[src/riscv_params.svh]
`ifndef RISCV_PARAMS_SVH
`define RISCV_PARAMS_SVH

// Core widths
`define XLEN 32 // Data path width
`define PC_WIDTH 12 // Instruction memory byte address
`define DADDR_WIDTH 12 // Data memory word address
`define REG_ADDR_WIDTH 5 // x0..x31

// Program control
`define RESET_PC 0 // First fetch address
`define HALT_INSTR 32'h00008067 // Return word ends the program

`endif

[src/riscvPkg.sv]
`include "riscv_params.svh"

package riscvPkg;
	typedef logic [`XLEN-1:0] wordT;
	typedef logic [`PC_WIDTH-1:0] pcT; // Byte address
	typedef logic [`REG_ADDR_WIDTH-1:0] regAddrT;

	typedef enum logic [6:0] {
		OP = 7'b0110011, // Register ALU ops
		OP_IMM = 7'b0010011, // Immediate ALU ops
		LOAD = 7'b0000011,
		STORE = 7'b0100011,
		BRANCH = 7'b1100011,
		SYSTEM_RET = 7'b1100111 // Only the halt word is honoured
	} opcodeT;

	typedef enum logic [3:0] {
		aluAdd, aluSub, aluSll, aluSlt, aluSltu,
		aluXor, aluSrl, aluSra, aluOr, aluAnd
	} aluOpT;

	typedef struct packed {
		logic valid;
		pcT pc;
		wordT instr;
	} fetchPktT; // IF to ID

	typedef struct packed {
		logic valid;
		pcT pc; // Branch base
		regAddrT rd;
		logic regWrite;
		logic isLoad;
		logic isStore;
		logic isBranch;
		logic [2:0] brFunct3; // Branch condition select
		logic isHalt;
		aluOpT aluOp;
		logic useImm; // ALU B from immediate
		wordT opA; // rs1 value
		wordT opB; // rs2 value, also store data
		wordT imm;
	} idExPktT; // ID to EX

	typedef struct packed {
		logic valid;
		regAddrT rd;
		logic regWrite;
		logic isLoad;
		logic isStore;
		logic isHalt;
		wordT result; // ALU result or effective address
		wordT storeData;
	} exMemPktT; // EX to MEM

	typedef struct packed {
		logic valid;
		regAddrT rd;
		logic regWrite;
		logic isHalt;
		wordT wrData;
	} memWbPktT; // MEM to WB

	typedef struct packed {
		logic we;
		logic [`DADDR_WIDTH-1:0] addr; // Word address
		wordT wrData;
	} dMemReqT;

	typedef struct packed {
		logic we;
		regAddrT addr;
		wordT data;
	} rfWriteT;

	typedef struct packed {
		logic taken;
		pcT target;
	} redirectT;
endpackage

[src/decodeUnit.sv]
`timescale 1ns/1ps
`include "riscv_params.svh"

module decodeUnit (
	input riscvPkg::fetchPktT fetchPkt,
	input logic flush, // Taken branch in EX
	output riscvPkg::regAddrT rfRdAddr1,
	output riscvPkg::regAddrT rfRdAddr2,
	input riscvPkg::wordT rfRdData1,
	input riscvPkg::wordT rfRdData2,
	input riscvPkg::idExPktT exPkt, // Older stages for interlock
	input riscvPkg::exMemPktT memPkt,
	input riscvPkg::memWbPktT wbPkt,
	output logic stall,
	output riscvPkg::idExPktT idExPkt
);
	import riscvPkg::*;

	wordT instr;
	regAddrT rs1, rs2;
	logic [2:0] funct3;
	wordT immI, immS, immB;
	logic useRs1, useRs2, isHalt;
	logic hazard, haltInFlight, live;
	idExPktT pkt;

	function automatic aluOpT aluFunc(input logic [2:0] f3, input logic alt);
		case (f3)
			3'b000: aluFunc = alt ? aluSub : aluAdd;
			3'b001: aluFunc = aluSll;
			3'b010: aluFunc = aluSlt;
			3'b011: aluFunc = aluSltu;
			3'b100: aluFunc = aluXor;
			3'b101: aluFunc = alt ? aluSra : aluSrl;
			3'b110: aluFunc = aluOr;
			default: aluFunc = aluAnd;
		endcase
	endfunction

	// Pending write by an older payload
	function automatic logic pendingWrite(input logic v, input logic w, input regAddrT dst,
			input regAddrT src);
		return v && w && (dst == src) && (src != '0);
	endfunction

	assign instr = fetchPkt.instr;
	assign rs1 = instr[19:15];
	assign rs2 = instr[24:20];
	assign funct3 = instr[14:12];
	assign rfRdAddr1 = rs1; // Register file reads combinationally
	assign rfRdAddr2 = rs2;

	assign immI = {{(`XLEN-12){instr[31]}}, instr[31:20]};
	assign immS = {{(`XLEN-12){instr[31]}}, instr[31:25], instr[11:7]};
	assign immB = {{(`XLEN-13){instr[31]}}, instr[31], instr[7], instr[30:25], instr[11:8], 1'b0};

	always_comb begin
		pkt = '0;
		pkt.pc = fetchPkt.pc;
		pkt.rd = instr[11:7];
		pkt.brFunct3 = funct3;
		pkt.aluOp = aluAdd; // Address add for memory ops
		pkt.opA = rfRdData1;
		pkt.opB = rfRdData2;
		pkt.imm = immI;
		useRs1 = 1'b0;
		useRs2 = 1'b0;
		isHalt = 1'b0;
		case (instr[6:0])
			OP: begin
				pkt.regWrite = 1'b1;
				pkt.aluOp = aluFunc(funct3, instr[30]); // funct7 bit picks sub/sra
				useRs1 = 1'b1;
				useRs2 = 1'b1;
			end
			OP_IMM: begin
				pkt.regWrite = 1'b1;
				pkt.useImm = 1'b1;
				pkt.aluOp = aluFunc(funct3, instr[30] && (funct3 == 3'b101)); // No subi
				useRs1 = 1'b1;
			end
			LOAD: begin
				pkt.regWrite = 1'b1;
				pkt.isLoad = 1'b1;
				pkt.useImm = 1'b1;
				useRs1 = 1'b1;
			end
			STORE: begin
				pkt.isStore = 1'b1;
				pkt.useImm = 1'b1;
				pkt.imm = immS;
				useRs1 = 1'b1;
				useRs2 = 1'b1; // Store data
			end
			BRANCH: begin
				pkt.isBranch = 1'b1;
				pkt.imm = immB;
				useRs1 = 1'b1;
				useRs2 = 1'b1;
			end
			SYSTEM_RET: isHalt = (instr == `HALT_INSTR); // Other JALR forms act as nop
			default: ;
		endcase
		pkt.isHalt = isHalt;
	end

	assign hazard = (useRs1 && (pendingWrite(exPkt.valid, exPkt.regWrite, exPkt.rd, rs1)
			|| pendingWrite(memPkt.valid, memPkt.regWrite, memPkt.rd, rs1)
			|| pendingWrite(wbPkt.valid, wbPkt.regWrite, wbPkt.rd, rs1)))
		|| (useRs2 && (pendingWrite(exPkt.valid, exPkt.regWrite, exPkt.rd, rs2)
			|| pendingWrite(memPkt.valid, memPkt.regWrite, memPkt.rd, rs2)
			|| pendingWrite(wbPkt.valid, wbPkt.regWrite, wbPkt.rd, rs2)));

	// Halt already issued and still travelling
	assign haltInFlight = (exPkt.valid && exPkt.isHalt) || (memPkt.valid && memPkt.isHalt)
		|| (wbPkt.valid && wbPkt.isHalt);

	assign live = fetchPkt.valid && !flush; // Wrong path word is dropped
	assign stall = live && (hazard || isHalt); // Halt freezes fetch for good

	always_comb begin
		idExPkt = pkt;
		idExPkt.valid = live && !hazard && !(isHalt && haltInFlight); // Halt goes down once
	end
endmodule

[src/executeUnit.sv]
`timescale 1ns/1ps
`include "riscv_params.svh"

module executeUnit (
	input riscvPkg::idExPktT idExPkt,
	output riscvPkg::redirectT redirect, // Valid in same cycle
	output riscvPkg::exMemPktT exMemPkt
);
	import riscvPkg::*;

	wordT aluB, result;
	logic condMet;

	assign aluB = idExPkt.useImm ? idExPkt.imm : idExPkt.opB;

	always_comb begin
		case (idExPkt.aluOp)
			aluAdd: result = idExPkt.opA + aluB;
			aluSub: result = idExPkt.opA - aluB;
			aluSll: result = idExPkt.opA << aluB[4:0];
			aluSlt: result = wordT'($signed(idExPkt.opA) < $signed(aluB));
			aluSltu: result = wordT'(idExPkt.opA < aluB);
			aluXor: result = idExPkt.opA ^ aluB;
			aluSrl: result = idExPkt.opA >> aluB[4:0];
			aluSra: result = $signed(idExPkt.opA) >>> aluB[4:0]; // Sign fill
			aluOr: result = idExPkt.opA | aluB;
			aluAnd: result = idExPkt.opA & aluB;
			default: result = '0;
		endcase
	end

	// Branch comparator on the raw register values
	always_comb begin
		case (idExPkt.brFunct3)
			3'b000: condMet = (idExPkt.opA == idExPkt.opB); // BEQ
			3'b001: condMet = (idExPkt.opA != idExPkt.opB); // BNE
			3'b100: condMet = ($signed(idExPkt.opA) < $signed(idExPkt.opB)); // BLT
			3'b101: condMet = ($signed(idExPkt.opA) >= $signed(idExPkt.opB)); // BGE
			3'b110: condMet = (idExPkt.opA < idExPkt.opB); // BLTU
			3'b111: condMet = (idExPkt.opA >= idExPkt.opB); // BGEU
			default: condMet = 1'b0;
		endcase
	end

	assign redirect.taken = idExPkt.valid && idExPkt.isBranch && condMet;
	assign redirect.target = idExPkt.pc + idExPkt.imm[`PC_WIDTH-1:0]; // PC relative

	assign exMemPkt = '{
		valid: idExPkt.valid,
		rd: idExPkt.rd,
		regWrite: idExPkt.regWrite,
		isLoad: idExPkt.isLoad,
		isStore: idExPkt.isStore,
		isHalt: idExPkt.isHalt,
		result: result,
		storeData: idExPkt.opB // rs2 straight through
	};
endmodule

[src/fetchUnit.sv]
`timescale 1ns/1ps
`include "riscv_params.svh"

module fetchUnit (
	input logic CLK,
	input logic RSTn,
	input logic stall, // From decode interlock
	input riscvPkg::redirectT redirect, // Taken branch from EX
	output riscvPkg::pcT iMemAddr,
	input riscvPkg::wordT iMemData, // Same cycle answer
	output riscvPkg::fetchPktT fetchPkt // IF/ID register
);
	import riscvPkg::*;

	pcT pc;

	assign iMemAddr = pc; // PC drives memory directly

	always_ff @(posedge CLK) begin
		if (RSTn) begin
			pc <= pcT'(`RESET_PC);
			fetchPkt <= '0;
		end else if (redirect.taken) begin
			pc <= redirect.target; // Target fetched next cycle
			fetchPkt <= '0; // Kill wrong path word
		end else if (!stall) begin
			pc <= pc + pcT'(4);
			fetchPkt <= '{valid: 1'b1, pc: pc, instr: iMemData};
		end
		// Stall keeps both PC and IF/ID
	end
endmodule

[src/memAccess.sv]
`timescale 1ns/1ps
`include "riscv_params.svh"

module memAccess (
	input riscvPkg::exMemPktT exMemPkt,
	output riscvPkg::dMemReqT dMemReq,
	input riscvPkg::wordT dMemRdData, // Combinational read
	output riscvPkg::memWbPktT memWbPkt
);
	import riscvPkg::*;

	assign dMemReq.we = exMemPkt.valid && exMemPkt.isStore; // Bubbles never write
	assign dMemReq.addr = exMemPkt.result[`DADDR_WIDTH+1:2]; // Byte to word address
	assign dMemReq.wrData = exMemPkt.storeData;

	assign memWbPkt = '{
		valid: exMemPkt.valid,
		rd: exMemPkt.rd,
		regWrite: exMemPkt.regWrite,
		isHalt: exMemPkt.isHalt,
		wrData: exMemPkt.isLoad ? dMemRdData : exMemPkt.result
	};
endmodule

[src/riscvTop.sv]
`timescale 1ns/1ps

module riscvTop (
	input logic CLK,
	input logic RSTn,
	output riscvPkg::pcT iMemAddr,
	input riscvPkg::wordT iMemData,
	output riscvPkg::dMemReqT dMemReq,
	input riscvPkg::wordT dMemRdData,
	output riscvPkg::regAddrT rfRdAddr1,
	output riscvPkg::regAddrT rfRdAddr2,
	input riscvPkg::wordT rfRdData1,
	input riscvPkg::wordT rfRdData2,
	output riscvPkg::rfWriteT rfWrite,
	output riscvPkg::wordT numInst,
	output logic halt
);
	import riscvPkg::*;

	fetchPktT fetchPkt; // IF/ID register output
	redirectT redirect;
	logic stall;
	idExPktT idExD, idExQ;
	exMemPktT exMemD, exMemQ;
	memWbPktT memWbD, memWbQ;

	fetchUnit fetch (.CLK, .RSTn, .stall, .redirect, .iMemAddr, .iMemData, .fetchPkt);

	decodeUnit decode (
		.fetchPkt,
		.flush(redirect.taken), // Squash ID on taken branch
		.rfRdAddr1,
		.rfRdAddr2,
		.rfRdData1,
		.rfRdData2,
		.exPkt(idExQ),
		.memPkt(exMemQ),
		.wbPkt(memWbQ),
		.stall,
		.idExPkt(idExD)
	);

	stageReg #(.payloadT(idExPktT)) idExReg (
		.CLK, .RSTn, .hold(1'b0), .flush(redirect.taken), .d(idExD), .q(idExQ)
	);

	executeUnit execute (.idExPkt(idExQ), .redirect, .exMemPkt(exMemD));

	stageReg #(.payloadT(exMemPktT)) exMemReg (
		.CLK, .RSTn, .hold(1'b0), .flush(1'b0), .d(exMemD), .q(exMemQ)
	);

	memAccess mem (.exMemPkt(exMemQ), .dMemReq, .dMemRdData, .memWbPkt(memWbD));

	stageReg #(.payloadT(memWbPktT)) memWbReg (
		.CLK, .RSTn, .hold(1'b0), .flush(1'b0), .d(memWbD), .q(memWbQ)
	);

	writeback wb (.CLK, .RSTn, .memWbPkt(memWbQ), .rfWrite, .numInst, .halt);
endmodule

[src/stageReg.sv]
`timescale 1ns/1ps

module stageReg #(
	parameter type payloadT = logic // Stage payload struct
) (
	input logic CLK,
	input logic RSTn,
	input logic hold, // Keep current payload
	input logic flush, // Replace with bubble
	input payloadT d,
	output payloadT q
);
	always_ff @(posedge CLK) begin
		if (RSTn || flush) begin
			q <= '0; // All zero means valid low
		end else if (!hold) begin
			q <= d;
		end
	end
endmodule

[src/writeback.sv]
`timescale 1ns/1ps

module writeback (
	input logic CLK,
	input logic RSTn,
	input riscvPkg::memWbPktT memWbPkt,
	output riscvPkg::rfWriteT rfWrite, // Written at posedge ending WB
	output riscvPkg::wordT numInst, // Retired count
	output logic halt // Sticky until reset
);
	import riscvPkg::*;

	assign rfWrite.we = memWbPkt.valid && memWbPkt.regWrite && (memWbPkt.rd != '0);
	assign rfWrite.addr = memWbPkt.rd;
	assign rfWrite.data = memWbPkt.wrData;

	always_ff @(posedge CLK) begin
		if (RSTn) begin
			numInst <= '0;
			halt <= 1'b0;
		end else if (memWbPkt.valid && !halt) begin // Core frozen once halted
			numInst <= numInst + wordT'(1); // Halt word counts too
			if (memWbPkt.isHalt) begin
				halt <= 1'b1;
			end
		end
	end
endmodule

[config.mk]
export PLATFORM = sky130hd
export DESIGN_NAME = riscvTop
export DESIGN_NICKNAME = d
export VERILOG_FILES = /design/src/riscvPkg.sv /design/src/decodeUnit.sv /design/src/executeUnit.sv /design/src/fetchUnit.sv /design/src/memAccess.sv /design/src/riscvTop.sv /design/src/stageReg.sv /design/src/writeback.sv
export VERILOG_INCLUDE_DIRS = /design/src /design/src/src
export SDC_FILE = /design/constraint.sdc
export NUM_CORES = 1
export LEC_CHECK = 0
export BUFFER_PORTS_ARGS = -buffer_cell sky130_fd_sc_hd__clkbuf_2
export CAP_MARGIN = 5
export CORE_MARGIN = 2
export CORE_UTILIZATION = 35
export CTS_CLUSTER_DIAMETER = 50
export DETAILED_ROUTE_END_ITERATION = 10
export REMOVE_ABC_BUFFERS = 1
export SLEW_MARGIN = 20
export SYNTH_ARGS = -nofsm -noshare
export SYNTH_HDL_FRONTEND = slang
export SYNTH_SLANG_ARGS = --single-unit
[constraint.sdc]
create_clock -name CLK -period 10.53 [get_ports CLK]
set_input_delay 0.5265 -clock CLK [delete_from_list [all_inputs] [get_ports CLK]]
set_output_delay 0.5265 -clock CLK [all_outputs]
set_load 0.01 [all_outputs]
==> results.py, run 1 <==
metrics = {
    "outcome": {
        "status": "finished, final reports clean",
    },
    "clock_network": {
        "ctsHoldBuffers": 0,
        "clk_latency_ns": 0.59,
        "cts_max_level": 2,
        "cts_buffers": 44,
        "clk_pin_slew_ns": 0.06,
        "clock-sinks": 312,
        "cts_buffer_depth": 3,
        "cts-root-buf": "clkbuf_16",
        "cts_tree": "done",
        "cts_resized": 0,
        "postCtsSetupBuffers": 0,
    },
    "worst_setup_path": {
        "worstPathArrival_ns": 6.07,
        "crit_buf_inv": 2,
        "worstPathRequired_ns": 10.99,
        "path_max_fanout": 59,
        "end_kind": "flop",
        "crit_type": "reg -> reg",
        "critPathSlowestCell": "dfxtp_1",
        "crit_chain": "mux2i_4 > buf_4 > inv_2 > ha_1 > fa_1 > o21ba_2 > nor2_1 > a221o_1 > nand4_1 > a31o_2 > a21oi_1 > or2_2 > a21boi_0 > o2111a_1 > a211oi_1",
        "crit_path_start_kind": "flop",
        "slowest_delay_ns": 0.70,
        "cp_top_family": "compound AO/OA/AOI/OAI gates",
        "rr_worst_depth": 15,
        "worst-path-stages": 15,
    },
    "timing": {
        "relSlewSlack_pct": 26.9,
        "worst_pin_slew_ns": 1.09,
        "skew_ns": 0.0303,
        "rsz0062_at_grt": "false",
        "clock.fmax_mhz": 178,
        "holdWs_ns": 0.131,
        "hold_violations": 0,
        "period_needed_ns": 5.60,
        "slew_violations": 0,
        "setup_viol": 0,
        "period_share_pct": 53.2,
        "setup_tns_ns": 0,
    },
    "cells_and_area": {
        "area_growth_pct": 13.1,
        "register_area_um2": 6250,
        "nNetsFinal": 2940,
        "multi_input_area_um2": 12600,
        "fill_cells": 6095,
        "drive_above_1_share_pct": 15.6,
        "n_antenna_cell": 0,
    },
    "floorplanning": {
        "fp.coreArea_um2": 58800,
        "die_width_um": 247,
        "die_y_um": 247,
        "io_pins": 268,
        "rows": 89,
        "dieArea_um2": 61200,
        "initial_core_util_pct": 35.3,
    },
    "synthesis": {
        "avgSynthCellArea_um2": 8.04,
        "synth_flop_cell": "dfxtp_1",
        "ys_types": 91,
        "syn_area_um2": 20700,
        "synth-seq-area-share_pct": 30.1,
        "synth-edff-count": 0,
        "ys_async_sr_fraction_pct": 0,
        "ys_warn_count": 0,
        "yosys_register_bits": 312,
        "synth_cells": 2579,
    },
    "route": {
        "vias": 19600,
        "wl_per_cell_um": 22.6,
        "drc": 0,
        "routed_via_density": 5.65,
        "drtAntennaViolNets": 0,
        "drt_iter0_drc": 1704,
        "routed_wl_um": 78600,
        "drt_pass1_iterations": 6,
    },
    "global_routing": {
        "grt_pass1_vias": 18900,
        "grt.overflow.total": 0,
        "antenna_found_initial": 0,
        "grt_pass1_wl_um": 117000,
        "grt_max_degree": 89,
        "grt_usage_pct": 24.9,
    },
    "worst_hold_path": {
        "hold_path_depth": 2,
        "min_path_type": "in -> reg",
    },
    "power_and_ir_drop": {
        "seqPwrFrac_pct": 36.9,
        "p_sw_mw": 1.07,
        "cellPowerDensity_nw_per_um2": 149,
        "pwr-share-comb_pct": 17.0,
        "switching_share_pct": 30.6,
        "p_leak_nw": 10.6,
        "cell_internal_pwr_mw": 2.42,
        "power_mw": 3.49,
        "clkPwrFrac_pct": 46.0,
        "vdd_drop_max_mv": 0.117,
    },
    "placed_design": {
        "io_buffers": 267,
        "routabilityCongestion": 0.987,
        "dp_hpwl_um": 59600,
    },
    "job": {
        "maxCapViolCount": 0,
    },
}
## cell usage after synthesis (15+ instances only)
library cell  count  area, um2
o21bai_1         15        113
a31oi_1          23        144
inv_1           132        495
a21oi_1         173        866
a211oi_1         23        173
nor2b_1          30        188
mux2i_1         167       1670
buf_4            97        728
xor2_1           45        394
o221ai_1         17        149
and3_1           26        163
a221oi_1         16        140
and2_1           97        607
o211ai_1         42        315
nand4_1          28        175
nor3_1           40        200
ha_1            142       1780
nor4_1           18        113
nand3_1          39        195
buf_2            41        205
nand2_1         193        724
dfxtp_1         312       6250
clkbuf_1         83        312
buf_1            19       71.3
o22ai_1          27        169
xnor2_1          43        377
a21o_1           26        195
o21ai_0         119        596
nor2_1          330       1240
## path summary, 6_finish.rpt
path         slack (ns)             end      startpoint
max                4.93  exMemReg.q[60]   idExReg.q[96]
min reg2reg        0.44  exMemReg.q[66]  idExReg.q[107]
min                0.13   idExReg.q[73]    rfRdData1[9]
max reg2reg        4.93  exMemReg.q[60]   idExReg.q[96]
## metal layers
metal  vias to the layer above  track usage [%]  wire, um
met2                       903             38.8     35000
li1                       9095                -         -
met3                       107             6.17      7440
met1                      9516             34.1     34400
met5                         -                0         0
met4                         0             6.57      1740
## cell families after synthesis
group / after synthesis / share of synthesized area [%]
AO/OA/AOI/OAI: 615 / 19.6
AND/OR/NAND/NOR: 853 / 19.2
flip-flops: 312 / 30.1
buffers and inverters: 387 / 9.40
adder cells (fa/ha/maj): 145 / 8.86
multiplexers: 179 / 9.14
XOR/XNOR: 88 / 3.72
## cells in the final DEF, fill, tap and decap left out, types with 15 or more instances in the layout
cell type | Yosys | layout
nor2_1 | 330 | 330
dfxtp_1 | 312 | 311
clkbuf_2 | 0 | 266
nand2_1 | 193 | 193
a21oi_1 | 173 | 173
mux2i_1 | 167 | 167
ha_1 | 142 | 142
inv_1 | 132 | 132
o21ai_0 | 119 | 119
and2_1 | 97 | 97
xor2_1 | 45 | 45
clkbuf_16 | 0 | 44
xnor2_1 | 43 | 43
o211ai_1 | 42 | 42
nand3_1 | 39 | 39
nor3_1 | 40 | 38
nor2b_1 | 30 | 30
nand4_1 | 28 | 28
o22ai_1 | 27 | 27
a21o_1 | 26 | 26
and3_1 | 26 | 26
buf_4 | 97 | 25
a211oi_1 | 23 | 23
a31oi_1 | 23 | 23
nor4_1 | 18 | 17
o221ai_1 | 17 | 17
a221oi_1 | 16 | 16
o21bai_1 | 15 | 15
## final cells by class
cell class / count / share of cell area [%]
Clock buffer: 53 / 5.18
Clock inverter: 28 / 1.78
Inverter: 136 / 2.18
Multi-Input combinational cell: 1880 / 53.7
Sequential cell: 312 / 26.6
Tap cell: 773 / 4.12
Timing Repair Buffer: 291 / 6.47
## registers in the layout, indices dropped and copies added (netlist names)
register / cells
fetch.iMemAddr: 12
exMemReg.q: 74
wb.halt: 1
wb.numInst: 32
fetch.fetchPkt: 45
memWbReg.q: 40
idExReg.q: 108
## stage by stage
step | cells | util [%] | setup WS [ns] | cell area [um2]
finish | 3473 | 39.9 | 4.93 | 23500
global route | 3473 | 39.9 | 4.61 | 23500
floorplan | 2328 | - | 4.12 | 19300
global placement | 3392 | 37.1 | 5.17 | 21800
detailed placement | 3392 | 37.1 | 5.10 | 21800
CTS | 3473 | 39.9 | 5.01 | 23500
## power groups by stage
stage | logic (mW) | clock network [mW] | registers [mW]
6_report | 0.594 | 1.61 | 1.29
4_1_cts | 0.579 | 1.64 | 1.29
3_3_place_gp | 0.571 | 0 | 1.31
3_5_place_dp | 0.575 | 0 | 1.31
2_1_floorplan | 0.361 | 0 | 1.30
5_1_grt | 0.646 | 1.70 | 1.29
## worst register-to-register path: stages, from the launching register on
cell,delay [ns]
dfxtp_1,0.70
mux2i_4,0.32
buf_4,0.62
inv_2,0.57
ha_1,0.42
fa_1,0.49
o21ba_2,0.22
nor2_1,0.15
a221o_1,0.29
nand4_1,0.28
a31o_2,0.34
a21oi_1,0.26
or2_2,0.19
a21boi_0,0.13
o2111a_1,0.26
a211oi_1,0.23
No activity file was read; power rests on OpenSTA's default activity.
==> run 2, diff against run 1 <==
clock period = 5.6 ns   (was 10.53 ns; I/O delays follow)
==> run 2 against run 1 <==
Clock skew is 0.0038 ns lower. Sequential power grew 88%. Clock-buffer cell count unchanged. Cell count up 3.9%. Largest power group unchanged. Total power grew 80%. Non-clock buffer count increased by 142. Combinational power rose by 100%. Fmax grew 28%. Critical path type unchanged.
==> results.py, run 2 (synthesis results as in run 1) <==
metrics = {
    "outcome": {
        "status": "finished, final reports clean",
    },
    "route": {
        "drt_pass1_iterations": 7,
        "vias": 20300,
        "drtAntennaViolNets": 0,
        "routed_via_density": 5.62,
        "routed_wl_um": 82000,
        "wl_per_cell_um": 22.7,
        "drc": 0,
        "drt_iter0_drc": 2267,
    },
    "job": {
        "maxCapViolCount": 0,
    },
    "worst_setup_path": {
        "worstReg2RegStart": "idExReg.q[96]",
        "crit_type": "reg -> reg",
        "crit_path_start_kind": "flop",
        "timing.rr.end": "exMemReg.q[62]",
        "path_max_fanout": 21,
        "critPathSlowestCell": "dfxtp_1",
        "rr_worst_depth": 14,
        "slowest_delay_ns": 0.57,
        "worstPathRequired_ns": 6.04,
        "end_kind": "flop",
        "crit_buf_inv": 2,
        "cp_top_family": "compound AO/OA/AOI/OAI gates",
        "crit_chain": "inv_1 > buf_4 > a21boi_0 > ha_1 > nand2_1 > o21ai_0 > o41a_1 > a31oi_2 > o221a_4 > o31ai_4 > nand3_1 > and4_1 > o41ai_1 > o211ai_1",
        "worstPathArrival_ns": 4.80,
        "reg2reg_slack_ns": 1.24,
    },
    "timing": {
        "holdWs_ns": 0.180,
        "relSlewSlack_pct": 27.3,
        "clock.fmax_mhz": 229,
        "period_needed_ns": 4.36,
        "rsz0062_at_grt": "false",
        "period_share_pct": 77.9,
        "setup_viol": 0,
        "slew_violations": 0,
        "skew_ns": 0.0265,
        "worst_pin_slew_ns": 1.08,
        "hold_violations": 0,
    },
    "power_and_ir_drop": {
        "seqPwrFrac_pct": 38.6,
        "p_sw_mw": 1.96,
        "switching_share_pct": 31.2,
        "vdd_drop_max_mv": 0.243,
        "p_leak_nw": 11.1,
        "pwr-share-comb_pct": 18.9,
        "cellPowerDensity_nw_per_um2": 256,
        "cell_internal_pwr_mw": 4.34,
        "clkPwrFrac_pct": 42.5,
        "power_mw": 6.30,
    },
    "floorplanning": {
        "die_y_um": 247,
        "initial_core_util_pct": 35.3,
        "dieArea_um2": 61200,
        "fp.coreArea_um2": 58800,
        "io_pins": 268,
        "die_width_um": 247,
        "rows": 89,
    },
    "cells_and_area": {
        "post-route-util_pct": 41.9,
        "nNetsFinal": 3080,
        "final_cell_mix": "nor2_1, dfxtp_1, clkbuf_2, nand2_1, a21oi_1",
        "top_register": "idExReg.q",
        "layout_commonest_cell": "nor2_1",
        "fill_cells": 5897,
        "top_regs": "idExReg.q (108), exMemReg.q (74), fetch.fetchPkt (45)",
        "largest_register_ffs": 108,
        "area_growth_pct": 18.8,
        "fin_area_um2": 24700,
        "drive_above_1_share_pct": 15.0,
        "fin_cells": 3610,
    },
    "placed_design": {
        "post_dp_cell_area_um2": 22000,
        "place_inst": 3406,
        "dp_hpwl_um": 61500,
        "io_buffers": 267,
        "routabilityCongestion": 1.01,
    },
    "global_routing": {
        "grt_usage_pct": 26.0,
        "grt_max_degree": 79,
        "antenna_found_initial": 5,
        "grt_pass1_wl_um": 121000,
        "grt_pass1_vias": 19200,
        "grt.overflow.total": 0,
    },
    "clock_network": {
        "cts-root-buf": "clkbuf_16",
        "clock-sinks": 312,
        "cts_tree": "done",
        "clk_latency_ns": 0.60,
        "cts_resized": 0,
        "cts_max_level": 2,
        "clk_pin_slew_ns": 0.06,
        "cts_buffers": 42,
        "cts_buffer_depth": 3,
    },
    "worst_hold_path": {
        "min_path_type": "in -> reg",
        "min_to": "exMemReg.q[29]",
        "hold_path_depth": 2,
        "hold_start": "RSTn",
    },
}
[run 2: cell types whose count changed in the layout (fill, tap and decap cells not counted), moves of 2 or more]
cell / change
bufinv_16: -4
clkbuf_1: +3
clkinvlp_4: -2
clkinv_2: +2
inv_8: -2
clkbuf_16: -2
buf_4: +13
dlygate4sd3_1: +128
diode_2: +2
[run 2: repair_timing]
action,4_1_cts,5_1_grt
setup buffers,0,0
endpoints found under the hold margin,128,0
hold buffers,128,0
[run 2: power groups by stage]
stage                     Clock [mW]  Combinational, mW  Sequential, mW
after floorplan                    0              0.679            2.44
after global placement             0               1.08            2.48
after detailed placement           0               1.08            2.48
after CTS                       2.73               1.16            2.43
after global routing            2.84               1.29            2.44
final                           2.68               1.19            2.43
[run 2: how the worst max path moves through the flow]
| stage | start | endpoint | depth (start not counted) |
|---|---|---|---|
| after floorplan | idExReg.q[96] | exMemReg.q[49] | 14 |
| after global placement | idExReg.q[96] | exMemReg.q[49] | 15 |
| after detailed placement | idExReg.q[96] | exMemReg.q[62] | 14 |
| after CTS | idExReg.q[96] | exMemReg.q[62] | 14 |
| after global routing | idExReg.q[96] | exMemReg.q[62] | 14 |
| final | idExReg.q[96] | exMemReg.q[62] | 14 |
[run 2: area by class of cell]
type	count	area [um2]	area share (%)
Timing Repair Buffer	433	2920	11.8
Inverter	136	510	2.07
Sequential cell	312	6250	25.3
Multi-Input combinational cell	1880	12600	51.1
Tap cell	773	967	3.92
Clock inverter	21	241	0.980
Clock buffer	53	1160	4.72
Antenna cell	2	5.00	0.0203
[run 2: routing by layer]
| metal | global-route usage, % | share of wire [%] |
|---|---|---|
| met4 | 9.33 | 3.4 |
| met1 | 35.8 | 43 |
| met3 | 4.89 | 8.6 |
| met2 | 40.3 | 44 |
| met5 | 0 | 0.020 |
[run 2: metrics by stage]
step | setup slack [ns] | TNS (ns)
after detailed placement | 1.29 | 0
after floorplan | -0.811 | -8.99
after global routing | 0.851 | 0
final | 1.24 | 0
after global placement | 1.46 | 0
after CTS | 1.25 | 0
